==> config.mk <==
export PLATFORM = sky130hd
export DESIGN_NAME = store_subsystem_top
export DESIGN_NICKNAME = d
export VERILOG_FILES = /design/src/rtl/store_pkg.sv /design/src/rtl/store_buffer_if.sv /design/src/rtl/store_subsystem_top.sv /design/src/rtl/store_unit.sv /design/src/rtl/store_buffer.sv /design/src/rtl/mtime_timer.sv
export VERILOG_INCLUDE_DIRS = /design/src /design/src/include
export SDC_FILE = /design/constraint.sdc
export NUM_CORES = 1
export LEC_CHECK = 0
export ABC_AREA = 1
export BUFFER_PORTS_ARGS = -buffer_cell sky130_fd_sc_hd__buf_2
export CAP_MARGIN = 30
export CORE_MARGIN = 2
export CORE_UTILIZATION = 43
export DETAILED_ROUTE_END_ITERATION = 10
export GPL_ROUTABILITY_DRIVEN = 0
export GPL_TIMING_DRIVEN = 0
export PLACE_DENSITY_LB_ADDON = 0.05
export SYNTH_ARGS = -nofsm -noshare
export SYNTH_HDL_FRONTEND = slang
export SYNTH_SLANG_ARGS = --single-unit
==> constraint.sdc <==
create_clock -name clk_i -period 6.05 [get_ports clk_i]
set_input_delay 0.605 -clock clk_i [delete_from_list [all_inputs] [get_ports clk_i]]
set_output_delay 0.605 -clock clk_i [all_outputs]
set_load 0.05 [all_outputs]
==> src/include/store_memory_map.svh <==
/*
 * Store address regions are half-open ranges in byte addresses.
 * The timer window lies inside the IO region and is decoded before it.
 */
`ifndef STORE_MEMORY_MAP_SVH
`define STORE_MEMORY_MAP_SVH

// ==================================================
// Region boundaries
// ==================================================

// Everything below this address is boot memory and cannot be written
`define BOOT_END    32'h0000_1000

// Uncached IO space runs from BOOT_END up to this address
`define IO_END      32'h0000_2000

// Memory mapped timer window, four words wide
`define TIMER_START 32'h0000_1000
`define TIMER_END   32'h0000_1010

`endif
==> src/rtl/store_pkg.sv <==
/*
 * Shared types for the store path.
 * Width codes travel to memory unchanged and are not decoded in this design.
 */
package store_pkg;

    // ==================================================
    // Vector types
    // ==================================================

    // Store address and store data share one word type
    typedef logic [31:0] data_word_t;

    // Access width code as issued by the decoder
    typedef logic [1:0] store_width_t;

    // Value of the memory mapped timer
    typedef logic [31:0] timer_word_t;

    // ==================================================
    // Width codes
    // ==================================================

    // Single byte store
    localparam store_width_t STORE_BYTE = 2'b00;

    // Halfword store, two bytes
    localparam store_width_t STORE_HALF = 2'b01;

    // Full word store, four bytes
    localparam store_width_t STORE_WORD = 2'b10;

    // Code 2'b11 is reserved and never issued

endpackage : store_pkg

==> src/rtl/store_buffer_if.sv <==
/*
 * Link between store unit and store buffer with credit based flow control.
 * The unit owns the credits and the buffer never reports fullness.
 */
`timescale 1ns/1ns

interface store_buffer_if
    import store_pkg::*;
#(
    parameter int BUF_DEPTH = 4
) (
    input logic clk_i,
    input logic rst_n_i
);

    localparam int CREDIT_W = $clog2(BUF_DEPTH + 1);

    // Push channel, one pulse per cachable store
    logic         push;
    data_word_t   push_data;
    data_word_t   push_address;
    store_width_t push_width;

    // One pulse per entry that completed at memory
    logic         credit_return;

    // Direct channel for uncached IO stores
    logic         direct_req;
    data_word_t   direct_data;
    data_word_t   direct_address;
    store_width_t direct_width;
    logic         direct_done;

    // Entries handed over and not yet paid back, seen from the wires
    logic [CREDIT_W-1:0] in_flight_q;

    always_ff @(posedge clk_i) begin
        if (!rst_n_i) begin
            in_flight_q <= '0;
        end else begin
            in_flight_q <= in_flight_q + CREDIT_W'(push) - CREDIT_W'(credit_return);
        end
    end

    // The buffer may only pay back credits for entries it actually received
    credit_balance_a: assert property (@(posedge clk_i) disable iff (!rst_n_i)
        credit_return |-> in_flight_q != '0);

    modport unit (
        output push, push_data, push_address, push_width,
        output direct_req, direct_data, direct_address, direct_width,
        input  credit_return, direct_done
    );

    modport buffer (
        input  push, push_data, push_address, push_width,
        input  direct_req, direct_data, direct_address, direct_width,
        output credit_return, direct_done
    );

endinterface : store_buffer_if

==> src/rtl/store_subsystem_top.sv <==
/*
 * Store path of the execution unit with plain ports towards core and memory.
 * BUF_DEPTH sets buffer size and initial credits and must be 2 or more.
 */
`timescale 1ns/1ns

module store_subsystem_top
    import store_pkg::*;
#(
    parameter int BUF_DEPTH = 4
) (
    input  logic         clk_i,
    input  logic         rst_n_i,

    // Store request from the issue stage
    input  logic         valid_operation_i,
    input  data_word_t   store_address_i,
    input  data_word_t   store_data_i,
    input  store_width_t store_width_i,
    input  logic         data_accepted_i,

    // Unit status towards the scheduler
    output logic         idle_o,
    output logic         illegal_access_o,
    output logic         cachable_o,
    output logic         data_valid_o,

    output timer_word_t  timer_value_o,

    // Memory write port
    output logic         mem_req_o,
    output data_word_t   mem_address_o,
    output data_word_t   mem_data_o,
    output store_width_t mem_width_o,
    input  logic         mem_done_i
);

    logic        timer_write;
    timer_word_t timer_data;

    // ==================================================
    // Blocks
    // ==================================================

    store_buffer_if #(
        .BUF_DEPTH (BUF_DEPTH)
    ) sb_if (
        .clk_i   (clk_i),
        .rst_n_i (rst_n_i)
    );

    store_unit #(
        .BUF_DEPTH (BUF_DEPTH)
    ) store_unit_i (
        .clk_i             (clk_i),
        .rst_n_i           (rst_n_i),
        .valid_operation_i (valid_operation_i),
        .store_address_i   (store_address_i),
        .store_data_i      (store_data_i),
        .store_width_i     (store_width_i),
        .data_accepted_i   (data_accepted_i),
        .sb                (sb_if.unit),
        .timer_write_o     (timer_write),
        .timer_data_o      (timer_data),
        .idle_o            (idle_o),
        .illegal_access_o  (illegal_access_o),
        .cachable_o        (cachable_o),
        .data_valid_o      (data_valid_o)
    );

    store_buffer #(
        .BUF_DEPTH (BUF_DEPTH)
    ) store_buffer_i (
        .clk_i         (clk_i),
        .rst_n_i       (rst_n_i),
        .mem_done_i    (mem_done_i),
        .sb            (sb_if.buffer),
        .mem_req_o     (mem_req_o),
        .mem_address_o (mem_address_o),
        .mem_data_o    (mem_data_o),
        .mem_width_o   (mem_width_o)
    );

    mtime_timer mtime_timer_i (
        .clk_i        (clk_i),
        .rst_n_i      (rst_n_i),
        .write_i      (timer_write),
        .write_data_i (timer_data),
        .value_o      (timer_value_o)
    );

endmodule : store_subsystem_top

==> src/rtl/store_unit.sv <==
/*
 * Handles one store at a time, taken when valid_operation_i meets idle_o.
 * Cachable stores need a credit and wait in WAIT_BUFFER without one.
 */
`timescale 1ns/1ns
`include "store_memory_map.svh"

module store_unit
    import store_pkg::*;
#(
    parameter int BUF_DEPTH = 4
) (
    input  logic          clk_i,
    input  logic          rst_n_i,
    input  logic          valid_operation_i,
    input  data_word_t    store_address_i,
    input  data_word_t    store_data_i,
    input  store_width_t  store_width_i,
    input  logic          data_accepted_i,
    store_buffer_if.unit  sb,
    output logic          timer_write_o,
    output timer_word_t   timer_data_o,
    output logic          idle_o,
    output logic          illegal_access_o,
    output logic          cachable_o,
    output logic          data_valid_o
);

    localparam int CREDIT_W = $clog2(BUF_DEPTH + 1);

    typedef enum logic [1:0] {IDLE, WAIT_MEMORY, WAIT_BUFFER, WAIT_ACCEPT} state_t;

    state_t              state_q;
    state_t              state_d;

    logic                in_boot;
    logic                in_timer;
    logic                in_cachable;
    logic                issue;
    logic                has_credit;

    data_word_t          address_q;
    data_word_t          data_q;
    store_width_t        width_q;
    logic                cachable_q;
    logic                illegal_q;
    logic [CREDIT_W-1:0] credits_q;

    // ==================================================
    // Address decode
    // ==================================================

    // Decode always looks at the presented address, valid or not
    assign in_boot     = store_address_i < `BOOT_END;
    assign in_timer    = (store_address_i >= `TIMER_START) && (store_address_i < `TIMER_END);
    assign in_cachable = store_address_i >= `IO_END;

    // A store is taken only from IDLE
    assign issue = (state_q == IDLE) && valid_operation_i;

    // Fields are captured at the issue edge so later states see them stable
    always_ff @(posedge clk_i) begin
        if (issue) begin
            address_q  <= store_address_i;
            data_q     <= store_data_i;
            width_q    <= store_width_i;
            cachable_q <= in_cachable;
        end
    end

    // ==================================================
    // Credits
    // ==================================================

    // One credit per free buffer slot, spent on push and paid back per completion
    always_ff @(posedge clk_i) begin
        if (!rst_n_i) begin
            credits_q <= CREDIT_W'(BUF_DEPTH);
        end else begin
            credits_q <= credits_q - CREDIT_W'(sb.push) + CREDIT_W'(sb.credit_return);
        end
    end

    // A credit returned this cycle only counts from the next one
    assign has_credit = credits_q != '0;

    // ==================================================
    // FSM
    // ==================================================

    always_ff @(posedge clk_i) begin
        if (!rst_n_i) begin
            state_q <= IDLE;
        end else begin
            state_q <= state_d;
        end
    end

    always_comb begin
        state_d       = state_q;
        sb.push       = 1'b0;
        timer_write_o = 1'b0;

        case (state_q)
            IDLE: begin
                if (valid_operation_i) begin
                    if (in_boot) begin
                        state_d = WAIT_ACCEPT;
                    end else if (in_timer) begin
                        // The timer loads on the next edge, no wait needed
                        timer_write_o = 1'b1;
                        state_d       = WAIT_ACCEPT;
                    end else if (in_cachable) begin
                        if (has_credit) begin
                            sb.push = 1'b1;
                            state_d = WAIT_ACCEPT;
                        end else begin
                            state_d = WAIT_BUFFER;
                        end
                    end else begin
                        state_d = WAIT_MEMORY;
                    end
                end
            end

            WAIT_MEMORY: begin
                if (sb.direct_done) begin
                    state_d = WAIT_ACCEPT;
                end
            end

            WAIT_BUFFER: begin
                if (has_credit) begin
                    sb.push = 1'b1;
                    state_d = WAIT_ACCEPT;
                end
            end

            WAIT_ACCEPT: begin
                if (data_accepted_i) begin
                    state_d = IDLE;
                end
            end

            default: begin
                state_d = IDLE;
            end
        endcase
    end

    // ==================================================
    // Outputs
    // ==================================================

    // Illegal flag is held from issue until the store is accepted
    always_ff @(posedge clk_i) begin
        if (!rst_n_i) begin
            illegal_q <= 1'b0;
        end else if (issue && in_boot) begin
            illegal_q <= 1'b1;
        end else if ((state_q == WAIT_ACCEPT) && data_accepted_i) begin
            illegal_q <= 1'b0;
        end
    end

    assign illegal_access_o = (issue && in_boot) || illegal_q;
    assign idle_o           = state_q == IDLE;
    assign data_valid_o     = state_q == WAIT_ACCEPT;
    assign cachable_o       = (state_q == IDLE) ? in_cachable : cachable_q;
    assign timer_data_o     = store_data_i;

    // Push from IDLE uses the live inputs, from WAIT_BUFFER the captured ones
    assign sb.push_address = (state_q == IDLE) ? store_address_i : address_q;
    assign sb.push_data    = (state_q == IDLE) ? store_data_i : data_q;
    assign sb.push_width   = (state_q == IDLE) ? store_width_i : width_q;

    // Direct request holds until done, fields come from the capture registers
    assign sb.direct_req     = state_q == WAIT_MEMORY;
    assign sb.direct_address = address_q;
    assign sb.direct_data    = data_q;
    assign sb.direct_width   = width_q;

    // ==================================================
    // Assertions
    // ==================================================

    credit_bound_a: assert property (@(posedge clk_i) disable iff (!rst_n_i)
        credits_q <= CREDIT_W'(BUF_DEPTH));

    // A boot store is flagged, completes without touching the buffer or memory
    illegal_flag_a: assert property (@(posedge clk_i) disable iff (!rst_n_i)
        issue && in_boot |=> illegal_access_o && data_valid_o && !sb.push && !sb.direct_req);

endmodule : store_unit

==> src/rtl/store_buffer.sv <==
/*
 * Queues cachable stores and drains them to the single memory write port.
 * Relies on the unit's credits to never overflow, a direct store wins an idle port.
 */
`timescale 1ns/1ns

module store_buffer
    import store_pkg::*;
#(
    parameter int BUF_DEPTH = 4
) (
    input  logic           clk_i,
    input  logic           rst_n_i,
    input  logic           mem_done_i,
    store_buffer_if.buffer sb,
    output logic           mem_req_o,
    output data_word_t     mem_address_o,
    output data_word_t     mem_data_o,
    output store_width_t   mem_width_o
);

    localparam int PTR_W = $clog2(BUF_DEPTH);
    localparam int CNT_W = $clog2(BUF_DEPTH + 1);

    data_word_t       address_mem [BUF_DEPTH];
    data_word_t       data_mem    [BUF_DEPTH];
    store_width_t     width_mem   [BUF_DEPTH];

    logic [PTR_W-1:0] wr_ptr_q;
    logic [PTR_W-1:0] rd_ptr_q;
    logic [CNT_W-1:0] count_q;
    logic             busy_q;
    logic             owner_direct_q;
    logic             pop;

    // Pointers wrap explicitly so any depth works, not only powers of two
    function automatic logic [PTR_W-1:0] next_ptr(input logic [PTR_W-1:0] ptr);
        return (ptr == PTR_W'(BUF_DEPTH - 1)) ? '0 : ptr + PTR_W'(1);
    endfunction

    // ==================================================
    // Queue storage
    // ==================================================

    always_ff @(posedge clk_i) begin
        if (sb.push) begin
            address_mem[wr_ptr_q] <= sb.push_address;
            data_mem[wr_ptr_q]    <= sb.push_data;
            width_mem[wr_ptr_q]   <= sb.push_width;
        end
    end

    // The head leaves the queue only once memory has taken it
    assign pop = busy_q && !owner_direct_q && mem_done_i;

    // ==================================================
    // Pointers and port ownership
    // ==================================================

    always_ff @(posedge clk_i) begin
        if (!rst_n_i) begin
            wr_ptr_q       <= '0;
            rd_ptr_q       <= '0;
            count_q        <= '0;
            busy_q         <= 1'b0;
            owner_direct_q <= 1'b0;
        end else begin
            if (sb.push) begin
                wr_ptr_q <= next_ptr(wr_ptr_q);
            end
            if (pop) begin
                rd_ptr_q <= next_ptr(rd_ptr_q);
            end
            count_q <= count_q + CNT_W'(sb.push) - CNT_W'(pop);

            // Arbitrate only while the port is free so a write is never cut off
            if (busy_q) begin
                if (mem_done_i) begin
                    busy_q <= 1'b0;
                end
            end else if (sb.direct_req) begin
                busy_q         <= 1'b1;
                owner_direct_q <= 1'b1;
            end else if (count_q != '0) begin
                busy_q         <= 1'b1;
                owner_direct_q <= 1'b0;
            end
        end
    end

    // Both sources hold their fields for the whole write
    assign mem_req_o     = busy_q;
    assign mem_address_o = owner_direct_q ? sb.direct_address : address_mem[rd_ptr_q];
    assign mem_data_o    = owner_direct_q ? sb.direct_data : data_mem[rd_ptr_q];
    assign mem_width_o   = owner_direct_q ? sb.direct_width : width_mem[rd_ptr_q];

    // Done is routed to whichever side owns the write
    assign sb.credit_return = pop;
    assign sb.direct_done   = busy_q && owner_direct_q && mem_done_i;

    // ==================================================
    // Assertions
    // ==================================================

    no_overflow_a: assert property (@(posedge clk_i) disable iff (!rst_n_i)
        sb.push |-> count_q < CNT_W'(BUF_DEPTH));

    // Holds only if the unit keeps the direct fields and no push lands on the head
    port_stable_a: assert property (@(posedge clk_i) disable iff (!rst_n_i)
        mem_req_o && !mem_done_i |=> mem_req_o && $stable(mem_address_o)
            && $stable(mem_data_o) && $stable(mem_width_o));

endmodule : store_buffer

==> src/rtl/mtime_timer.sv <==
/*
 * Free running timer that advances once every two clock cycles.
 * A write loads the value and restarts the prescaler.
 */
`timescale 1ns/1ns

module mtime_timer
    import store_pkg::*;
(
    input  logic        clk_i,
    input  logic        rst_n_i,
    input  logic        write_i,
    input  timer_word_t write_data_i,
    output timer_word_t value_o
);

    timer_word_t count_q;
    logic        prescale_q;

    // ==================================================
    // Counter
    // ==================================================

    // Prescaler toggles every cycle, the count moves when it is high
    always_ff @(posedge clk_i) begin
        if (!rst_n_i) begin
            count_q    <= '0;
            prescale_q <= 1'b0;
        end else if (write_i) begin
            // Cleared prescaler puts the first increment two cycles after the load
            count_q    <= write_data_i;
            prescale_q <= 1'b0;
        end else begin
            prescale_q <= !prescale_q;
            if (prescale_q) begin
                count_q <= count_q + timer_word_t'(1);
            end
        end
    end

    assign value_o = count_q;

endmodule : mtime_timer

==> run summary, run 1 <==
status -> completed
final instance area -> 0.0199 mm2
adder-cell share of the synthesized area -> 1.28%
dpl ws -> 2810 ps
number of synthesized register bits -> 381
I/O Buffers -> 172
WL met1 -> 22100 um
share of cells above drive strength 1 -> 15.9%
DR vias -> 12.7k
Min Clock Period, post-route -> 3830 ps
Clk pin slew, worst setup/hold paths -> 60 ps
Max-Cap Viols -> 0
CTS root buf -> clkbuf_16
Worst-Skew Late Latency -> 540 ps
Layout area overhead -> 17.9%
Lkg Pwr -> 7.69 nW
CTS Hold Bufs -> 0
pin count of the biggest net entering global routing -> 40
complex-gate fraction of the synthesized area -> 10.8%
critical path arrival -> 3230 ps
TritonRoute pass-1 iters -> 5
WHS -> 259 ps
grt ovf -> 0
Tot GR Track Use -> 24.0%
met2 routed WL -> 22400 um
post-synthesis sequential area ratio -> 64.9%
commonest non-fill, non-tap cell in the layout -> edfxtp_1
Cell Pwr Density -> 545 mW/mm2
worst-case clock buffer depth -> 3
Cells after Synth -> 1630
commonest cells after routing, fill and taps aside -> edfxtp_1 (331), nand2_1 (287), nor2_1 (274), buf_2 (192), o21ai_0 (147)
Pwr Total -> 10.8 mW
measured slew at the worst slew-check pin -> 946 ps
RSZ-0062 raised after global routing -> no
Syn Nets -> 1717
Post-DP Area -> 0.0186 mm2
main combinational cell family by area after synthesis -> simple AND/OR/NAND/NOR gates
antenna-violating nets left -> 0
area of the multi-input gates -> 0.00501 mm2
Die ar. -> 0.0408 mm2
Final nets -> 1943
FF/Latch Area -> 0.0109 mm2
CP cell instances -> inv_1 > clkbuf_1 > buf_1 > nand2_1 > o21ai_1 > buf_2
Fillers -> 3550
global-route wire length before repair -> 74300 um
WL per Instance -> 20.4 um
crit start category -> register
Antenna Diode Count -> 0
initial antenna violation count -> 1
CTS Sinks -> 381
I/O pin count -> 174
routed vias/inst -> 5.27
1st-iter DRT viols -> 872
vias in the first global route -> 12.6k
crit-path max cell delay -> 770 ps
DP Wirelength -> 33200 um
number of remaining DRC errors -> 0
Slew Viols, Final -> 0
HP Class -> input pin to register
total CTS buffers -> 42
Total Wirelength -> 49000 um
critical path required time -> 5440 ps
XOR/XNOR Fraction of Synth Area -> 0.832%
Simple-Gate Fraction of Synth Area -> 16.7%
die width -> 202 um
peak supply drop -> 262 uV
post-CTS resize count -> 0
Syn. warnings -> 0
row cnt -> 72
Die Y-Extent -> 202 um
delay-heaviest family, CP -> buffers and inverters
Worst setup EP type -> primary output
Post-Syn Area -> 0.0169 mm2
number of post-CTS setup repair buffers -> 0
H-tree Lvls -> 2
Initial Util -> 43.6%
synth unique cells -> 34
Final Util -> 51.4%
WL met3 -> 3210 um
f_max -> 261 MHz
Hold Fails Final Rpt -> 0
CTS tree -> yes
Synth Area per Inst -> 10.3 um2
CORE AREA -> 0.0386 mm2
Top Metal Used -> met5
period utilization -> 63.3%
mux cell area share after synthesis -> 0%
kind of critical path -> register to primary output
worst path bufs/invs -> 4
crit path max-delay cell type -> clkbuf_1
clock skew -> 17.3 ps
post-route worst setup slack -> 2220 ps
worst rel slew slack -> 36.9%
final setup fails -> 0
peak fanout along the critical path -> 10
==> sequential cells by signal (all words and copies together) (netlist names), named ones only <==
signal / count
mtime_timer_i.prescale_q: 1
store_unit_i.sb.direct_width: 2
store_unit_i.credits_q: 3
store_unit_i.cachable_q: 1
store_buffer_i.width_mem: 8
mtime_timer_i.value_o: 32
store_unit_i.sb.direct_data: 32
store_buffer_i.owner_direct_q: 1
store_buffer_i.wr_ptr_q: 2
store_buffer_i.rd_ptr_q: 2
store_unit_i.sb.direct_address: 32
store_unit_i.illegal_q: 1
store_buffer_i.count_q: 3
store_buffer_i.mem_req_o: 1
store_unit_i.state_q: 2
store_buffer_i.address_mem: 128
store_buffer_i.data_mem: 128
==> worst paths after layout <==
check        depth (start not counted)                          start                         endpoint  slack, ps
max                                  6  store_buffer_i.owner_direct_q                    mem_data_o[9]       2220
min                                  1               store_width_i[0]  store_unit_i.sb.direct_width[0]        260
max reg2reg                          7        store_unit_i.state_q[0]   store_buffer_i.data_mem[0][27]       3120
min reg2reg                          2  store_buffer_i.owner_direct_q    store_buffer_i.owner_direct_q        550
==> power by group <==
| part | switching [mW] | leakage [nW] | internal [mW] |
|---|---|---|---|
| registers | 0.165 | 3.46 | 3.84 |
| clock network | 1.01 | 0.602 | 1.36 |
| logic | 3.46 | 3.63 | 1.00 |
==> metrics by stage <==
step / cells / setup TNS [ps]
6_report: 2404 / 0
5_1_grt: 2404 / 0
4_1_cts: 2404 / 0
3_5_place_dp: 2330 / 0
3_3_place_gp: 2320 / -383560
2_1_floorplan: 1630 / 0
==> layer usage <==
layer,track usage (%),up-vias
li1,-,6078
met1,33.8,6121
met2,38.2,392
met3,4.08,76
met4,7.25,2
met5,0,-
==> synthesized netlist by cell type, drive strengths merged <==
library cell / number / share of area, %
clkbuf: 49 / 1.1
xnor2: 5 / 0.26
a211oi: 1 / 0.045
o32ai: 66 / 3.4
or2: 1 / 0.037
xor2: 11 / 0.57
dfxtp: 50 / 5.9
a21oi: 16 / 0.48
nand3: 72 / 2.2
inv: 134 / 3.0
nor3: 7 / 0.33
buf: 40 / 1.4
nand4: 5 / 0.19
clkinv: 1 / 0.022
edfxtp: 331 / 59
o211a: 1 / 0.059
o22ai: 1 / 0.037
nand3b: 12 / 0.53
fa: 2 / 0.24
o21ai: 226 / 6.7
ha: 14 / 1.0
nand2: 299 / 6.8
nor2: 286 / 6.5
==> kinds of logic (layout without fill, tap and decap cells) <==
logic type,count (synthesis),after routing
AO/OA/AOI/OAI,311,311
XOR/XNOR,16,16
adder cells (fa/ha/maj),16,16
buffers and inverters,224,480
flip-flops,381,381
AND/OR/NAND/NOR,682,682
==> layout make-up <==
cell class	instances	area share, %
Clock inverter	14	0.491
Multi-Input combinational cell	1025	25.2
Inverter	135	2.56
Clock buffer	60	5.79
Timing Repair Buffer	182	5.46
Buffer	89	2.13
Tap cell	518	3.26
Sequential cell	381	55.1
Note: power is estimated with default switching activity, not from simulation.
==> run 2, diff against run 1 <==
--- a/config.mk
+++ b/config.mk
@@ -6,7 +6,7 @@
 export SDC_FILE = /design/constraint.sdc
 export NUM_CORES = 1
 export LEC_CHECK = 0
-export ABC_AREA = 1
+export ABC_AREA = 0
 export BUFFER_PORTS_ARGS = -buffer_cell sky130_fd_sc_hd__buf_2
 export CAP_MARGIN = 30
 export CORE_MARGIN = 2
==> constraint.sdc (replaced) <==
create_clock -name clk_i -period 3.85 [get_ports clk_i]
set_input_delay 0.385 -clock clk_i [delete_from_list [all_inputs] [get_ports clk_i]]
set_output_delay 0.385 -clock clk_i [all_outputs]
set_load 0.05 [all_outputs]
==> run summary, run 2 <==
period utilization -> 88.2%
synth unique cells -> 45
FF/Latch Area -> 0.0109 mm2
cell mode on critical path -> inv_1
Slew Viols, Final -> 0
I/O pin count -> 174
DR vias -> 8728
Clk pin slew, worst setup/hold paths -> 60 ps
critical path arrival -> 3780 ps
CTS Sinks -> 381
Syn. warnings -> 0
Final nets -> 1198
WL met3 -> 1770 um
Synth async-reset ratio -> 0%
post-synth top area share -> 62.8%
die width -> 196 um
CTS root buf -> clkbuf_16
Worst-Skew Late Latency -> 540 ps
Fillers -> 3083
crit start category -> register
Synth Flop Type -> edfxtp_1
Reg2Reg Depth -> 16
Max-Cap Viols -> 0
Synth area leader -> edfxtp_1
post-synthesis sequential area ratio -> 69.1%
number of remaining DRC errors -> 0
total CTS buffers -> 42
final setup fails -> 0
status -> completed
antenna-violating nets left -> 0
pin count of the biggest net entering global routing -> 44
Pwr Total -> 15.8 mW
commonest non-fill, non-tap cell in the layout -> edfxtp_1
Total Wirelength -> 37400 um
WL met1 -> 16500 um
kind of critical path -> register to register
I/O Buffers -> 173
Lkg Pwr -> 6.37 nW
worst path bufs/invs -> 6
Hold Crit Start -> store_width_i[0]
Top Metal Used -> met5
Die Y-Extent -> 196 um
final instance area -> 0.0187 mm2
Tot GR Track Use -> 19.8%
share of cells above drive strength 1 -> 40.5%
Post-synth EDFFs -> 331
peak fanout along the critical path -> 10
vias in the first global route -> 9131
Layout area overhead -> 18.1%
WL per Instance -> 23.2 um
Cell Pwr Density -> 847 mW/mm2
peak supply drop -> 518 uV
Worst R2R Start -> store_unit_i.state_q[1]
delay-heaviest family, CP -> buffers and inverters
TritonRoute pass-1 iters -> 5
1st-iter DRT viols -> 475
Post-DP Area -> 0.0175 mm2
H-tree Lvls -> 2
Post-Syn Area -> 0.0158 mm2
Worst setup EP type -> register
CTS tree -> yes
Finished Layout Cells -> 1609
Cells after Synth -> 887
largest registers -> store_buffer_i.address_mem: 128 flops, store_buffer_i.data_mem: 128 flops
CTS Hold Bufs -> 0
WHS Path Cells -> 1
met2 routed WL -> 18400 um
RSZ-0062 raised after global routing -> no
initial antenna violation count -> 1
row cnt -> 70
clock skew -> 18.6 ps
Hold Fails Final Rpt -> 0
number of post-CTS setup repair buffers -> 0
Min Clock Period, post-route -> 3400 ps
worst-case clock buffer depth -> 3
largest cells by area after synthesis -> edfxtp_1 (63%), mux2_2 (9.4%), mux4_2 (9.4%)
top-count cell post-synth -> edfxtp_1
global-route wire length before repair -> 56600 um
post-CTS resize count -> 0
Critical R2R Capture -> store_buffer_i.count_q[2]
worst rel slew slack -> 40.5%
Reg2Reg Setup Slack -> 450 ps
Initial Util -> 43.5%
Die ar. -> 0.0384 mm2
CP cell instances -> inv_1 > ha_1 > clkbuf_1 > a21oi_1 > nor2_1 > o31a_1 > clkbuf_1 > inv_1 > ha_1 > inv_1 > ha_1 > inv_1 > fa_1 > xor2_1 > xnor2_1 > nor2_1
measured slew at the worst slew-check pin -> 884 ps
Hold Path Sink -> store_unit_i.sb.direct_width[0]
CORE AREA -> 0.0364 mm2
crit-path max cell delay -> 520 ps
synth cell count leaders -> edfxtp_1 (331), mux2_2 (132), mux4_2 (66)
area of the multi-input gates -> 0.00465 mm2
Cells after DPL -> 1535
grt ovf -> 0
Synth Area per Inst -> 17.9 um2
commonest cells after routing, fill and taps aside -> edfxtp_1 (331), buf_2 (184), mux2_2 (132), mux4_2 (66), dfxtp_1 (50)
critical path required time -> 4240 ps
Syn Nets -> 974
crit path max-delay cell type -> clkbuf_1
Antenna Diode Count -> 0
number of synthesized register bits -> 381
routed vias/inst -> 5.42
HP Class -> input pin to register
f_max -> 295 MHz
DP Wirelength -> 24100 um
[run 2: stage by stage]
step                      util [%]  setup TNS, ps  worst slack [ps]  hold slack, ps
after detailed placement      47.9              0               359             479
final                         51.3              0               455            37.7
after floorplan                  -              0              86.0             454
after global routing          51.3              0               120            21.2
after CTS                     51.3              0               340            6.16
after global placement        47.5        -515390             -1830             474
[run 2: worst reg2reg max path, delay by kind of cell, from the launching register on]
| family | cells | cell delay (ps) |
|---|---|---|
| buf+inv | 6 | 1160 |
| fa+ha+maj | 4 | 990 |
| xor+xnor | 2 | 300 |
| compound gates | 2 | 290 |
| flops | 1 | 340 |
| simple gates | 2 | 160 |
[run 2: where the power goes]
group | internal, mW | switching, mW | leakage (nW)
logic | 2.00 | 4.03 | 2.30
clock network | 2.12 | 1.56 | 0.617
registers | 5.88 | 0.237 | 3.45
[run 2: kinds of logic after synthesis]
group	share of synthesized area [%]
adders and majority gates	1.36
buffers and inverters	1.64
muxes	19.0
DFF	69.1
and+or+nand+nor	4.57
AOI/OAI and AO/OA	2.46
xor gates and xnor gates	1.94
[run 2: area by class of cell]
cell class	instances	area share (%)
buffer	48	1.07
clock buffer	53	6.01
clock inverter	21	0.669
inverter	16	0.335
multi-input combinational	442	24.9
sequential	381	58.5
tap	468	3.13
timing repair buffer	180	5.43
[run 2: how the worst max path moves through the flow]
stage                                  startpoint                                end  slack [ps]  cells after the start
final                     store_unit_i.state_q[1]          store_buffer_i.count_q[2]         450                     16
after global placement    store_unit_i.state_q[0]  store_buffer_i.address_mem[3][20]       -1830                      8
after detailed placement  store_unit_i.state_q[1]          store_buffer_i.count_q[2]         360                     16
after floorplan           store_unit_i.state_q[0]   store_buffer_i.address_mem[1][0]          90                      8
after global routing      store_unit_i.state_q[1]          store_buffer_i.count_q[2]         120                     16
after CTS                 store_unit_i.state_q[1]          store_buffer_i.count_q[2]         340                     16
[run 2: routing by layer]
layer / GRT usage, % / vias to the layer above
li1: - / 3972
met1: 27.0 / 4498
met2: 33.3 / 211
met3: 3.30 / 45
met4: 4.99 / 2
met5: 0 / -
==> run 3, diff against run 2 <==
--- a/config.mk
+++ b/config.mk
@@ -15,6 +15,7 @@
 export GPL_ROUTABILITY_DRIVEN = 0
 export GPL_TIMING_DRIVEN = 0
 export PLACE_DENSITY_LB_ADDON = 0.05
+export RECOVER_POWER = 50
 export SYNTH_ARGS = -nofsm -noshare
 export SYNTH_HDL_FRONTEND = slang
 export SYNTH_SLANG_ARGS = --single-unit
==> run summary, run 3 (synthesized netlist as in run 2, its figures left out) <==
Initial Util -> 43.5%
f_max -> 295 MHz
Hold Fails Final Rpt -> 0
Final Util -> 51.0%
CTS Sinks -> 381
pin count of the biggest net entering global routing -> 44
1st-iter DRT viols -> 502
Reg2Reg Setup Slack -> 450 ps
largest registers -> store_buffer_i.address_mem: 128 flops, store_buffer_i.data_mem: 128 flops
WL per Instance -> 23.1 um
Clk pin slew, worst setup/hold paths -> 60 ps
share of cells above drive strength 1 -> 26.2%
combinational share of power -> 37.6%
worst-case clock buffer depth -> 3
CTS root buf -> clkbuf_16
Die Y-Extent -> 196 um
measured slew at the worst slew-check pin -> 1540 ps
H-tree Lvls -> 2
Switching Fraction -> 37.1%
Antenna Diode Count -> 0
TritonRoute pass-1 iters -> 7
net load switching power -> 5.83 mW
Slew Viols, Final -> 25
Tot GR Track Use -> 19.8%
dpl ws -> 359 ps
global-route wire length before repair -> 56600 um
total CTS buffers -> 42
cell mode on critical path -> inv_1
commonest cells after routing, fill and taps aside -> edfxtp_1 (331), clkbuf_1 (145), buf_2 (85), mux2_2 (69), mux4_2 (66)
number of remaining DRC errors -> 0
Clk pwr share -> 23.4%
DP Wirelength -> 24100 um
CP cell instances -> inv_1 > ha_1 > clkbuf_1 > a21oi_1 > nor2_1 > o31a_1 > clkbuf_1 > inv_1 > ha_1 > inv_1 > ha_1 > inv_1 > fa_1 > xor2_1 > xnor2_1 > nor2_1
failing checks -> capacitance limit, slew limit
period utilization -> 88.2%
Final nets -> 1198
initial antenna violation count -> 0
Internal Power -> 9.89 mW
die width -> 196 um
peak fanout along the critical path -> 10
Worst setup EP type -> register
Cells after DPL -> 1535
clock skew -> 17.2 ps
crit path max-delay cell type -> clkbuf_1
setup TNS -> 0 ps
CTS tree -> yes
I/O Buffers -> 173
HP Class -> input pin to register
Total Wirelength -> 37200 um
Lkg Pwr -> 6.05 nW
critical path required time -> 4240 ps
critical path arrival -> 3780 ps
Die ar. -> 0.0384 mm2
RSZ-0062 raised after global routing -> no
CORE AREA -> 0.0364 mm2
kind of critical path -> register to register
row cnt -> 70
DR vias -> 8756
Min Clock Period, post-route -> 3400 ps
worst rel slew slack -> -2.73%
sequential power share -> 39.0%
post-CTS resize count -> 0
vias in the first global route -> 9131
routed vias/inst -> 5.44
Layout area overhead -> 17.3%
Finished Layout Cells -> 1609
Pwr Total -> 15.7 mW
crit start category -> register
I/O pin count -> 174
crit-path max cell delay -> 520 ps
Cell Pwr Density -> 846 mW/mm2
status -> finished with violations
post-route worst setup slack -> 454 ps
grt ovf -> 0
CTS Hold Bufs -> 0
Max-Cap Viols -> 1
antenna-violating nets left -> 0
commonest non-fill, non-tap cell in the layout -> edfxtp_1
number of post-CTS setup repair buffers -> 0
peak supply drop -> 518 uV
Worst-Skew Late Latency -> 540 ps
final setup fails -> 0
-- run 3: cell types whose count changed in the layout (fill, tap and decap cells not counted), moves of 63 or more --
cell / change
mux2_2: -63
buf_2: -99
clkbuf_1: +100
mux2_1: +63
-- run 3: per-layer routing --
layer / vias up / track usage [%] / part of all wire (%) / wire length (um)
met1: 4519 / 27.0 / 44 / 16500
met4: 0 / 4.99 / 1.7 / 639
met2: 212 / 33.3 / 49 / 18300
met3: 41 / 3.30 / 4.9 / 1820
met5: - / 0 / 0 / 0
li1: 3984 / - / - / -
-- run 3: final cells by class --
type	instances	area, um2
fillers	3125	17900
multi-input cells	442	4650
well taps	468	586
inverters	16	60.1
clock buffers	53	1120
flip-flops and latches	381	10900
plain buffers	48	198
repair buffers	180	895
clock inverters	21	125
-- run 3: final timing paths --
check | from | endpoint | depth (start not counted)
worst min-delay path | store_address_i[2] | store_unit_i.sb.direct_address[2] | 1
worst max register to register | store_unit_i.state_q[1] | store_buffer_i.count_q[2] | 16
worst min register to register | store_buffer_i.rd_ptr_q[1] | register | 2
worst max-delay path | store_unit_i.state_q[1] | store_buffer_i.count_q[2] | 16
-- run 3: stage by stage --
stage | hold slack [ps] | cell area, um2
2_1_floorplan | 454 | 15800
3_3_place_gp | 474 | 17300
3_5_place_dp | 479 | 17500
4_1_cts | 6.16 | 18700
5_1_grt | 23.9 | 18600
6_report | 45.3 | 18600
-- run 3: worst max-delay path, delay by kind of cell, from the launching register on --
family | cells | cell delay, ps
buf+inv | 6 | 1160
simple gates | 2 | 160
xor+xnor | 2 | 310
flops | 1 | 340
compound gates | 2 | 290
fa+ha+maj | 4 | 990
-- run 3: power groups by stage --
| stage | clock network [mW] | registers [mW] | logic [mW] |
|---|---|---|---|
| floorplan | 0 | 6.19 | 4.46 |
| global placement | 0 | 6.23 | 5.70 |
| detailed placement | 0 | 6.21 | 6.13 |
| CTS | 3.80 | 6.13 | 6.15 |
| global route | 3.93 | 6.21 | 6.31 |
| finish | 3.68 | 6.12 | 5.91 |
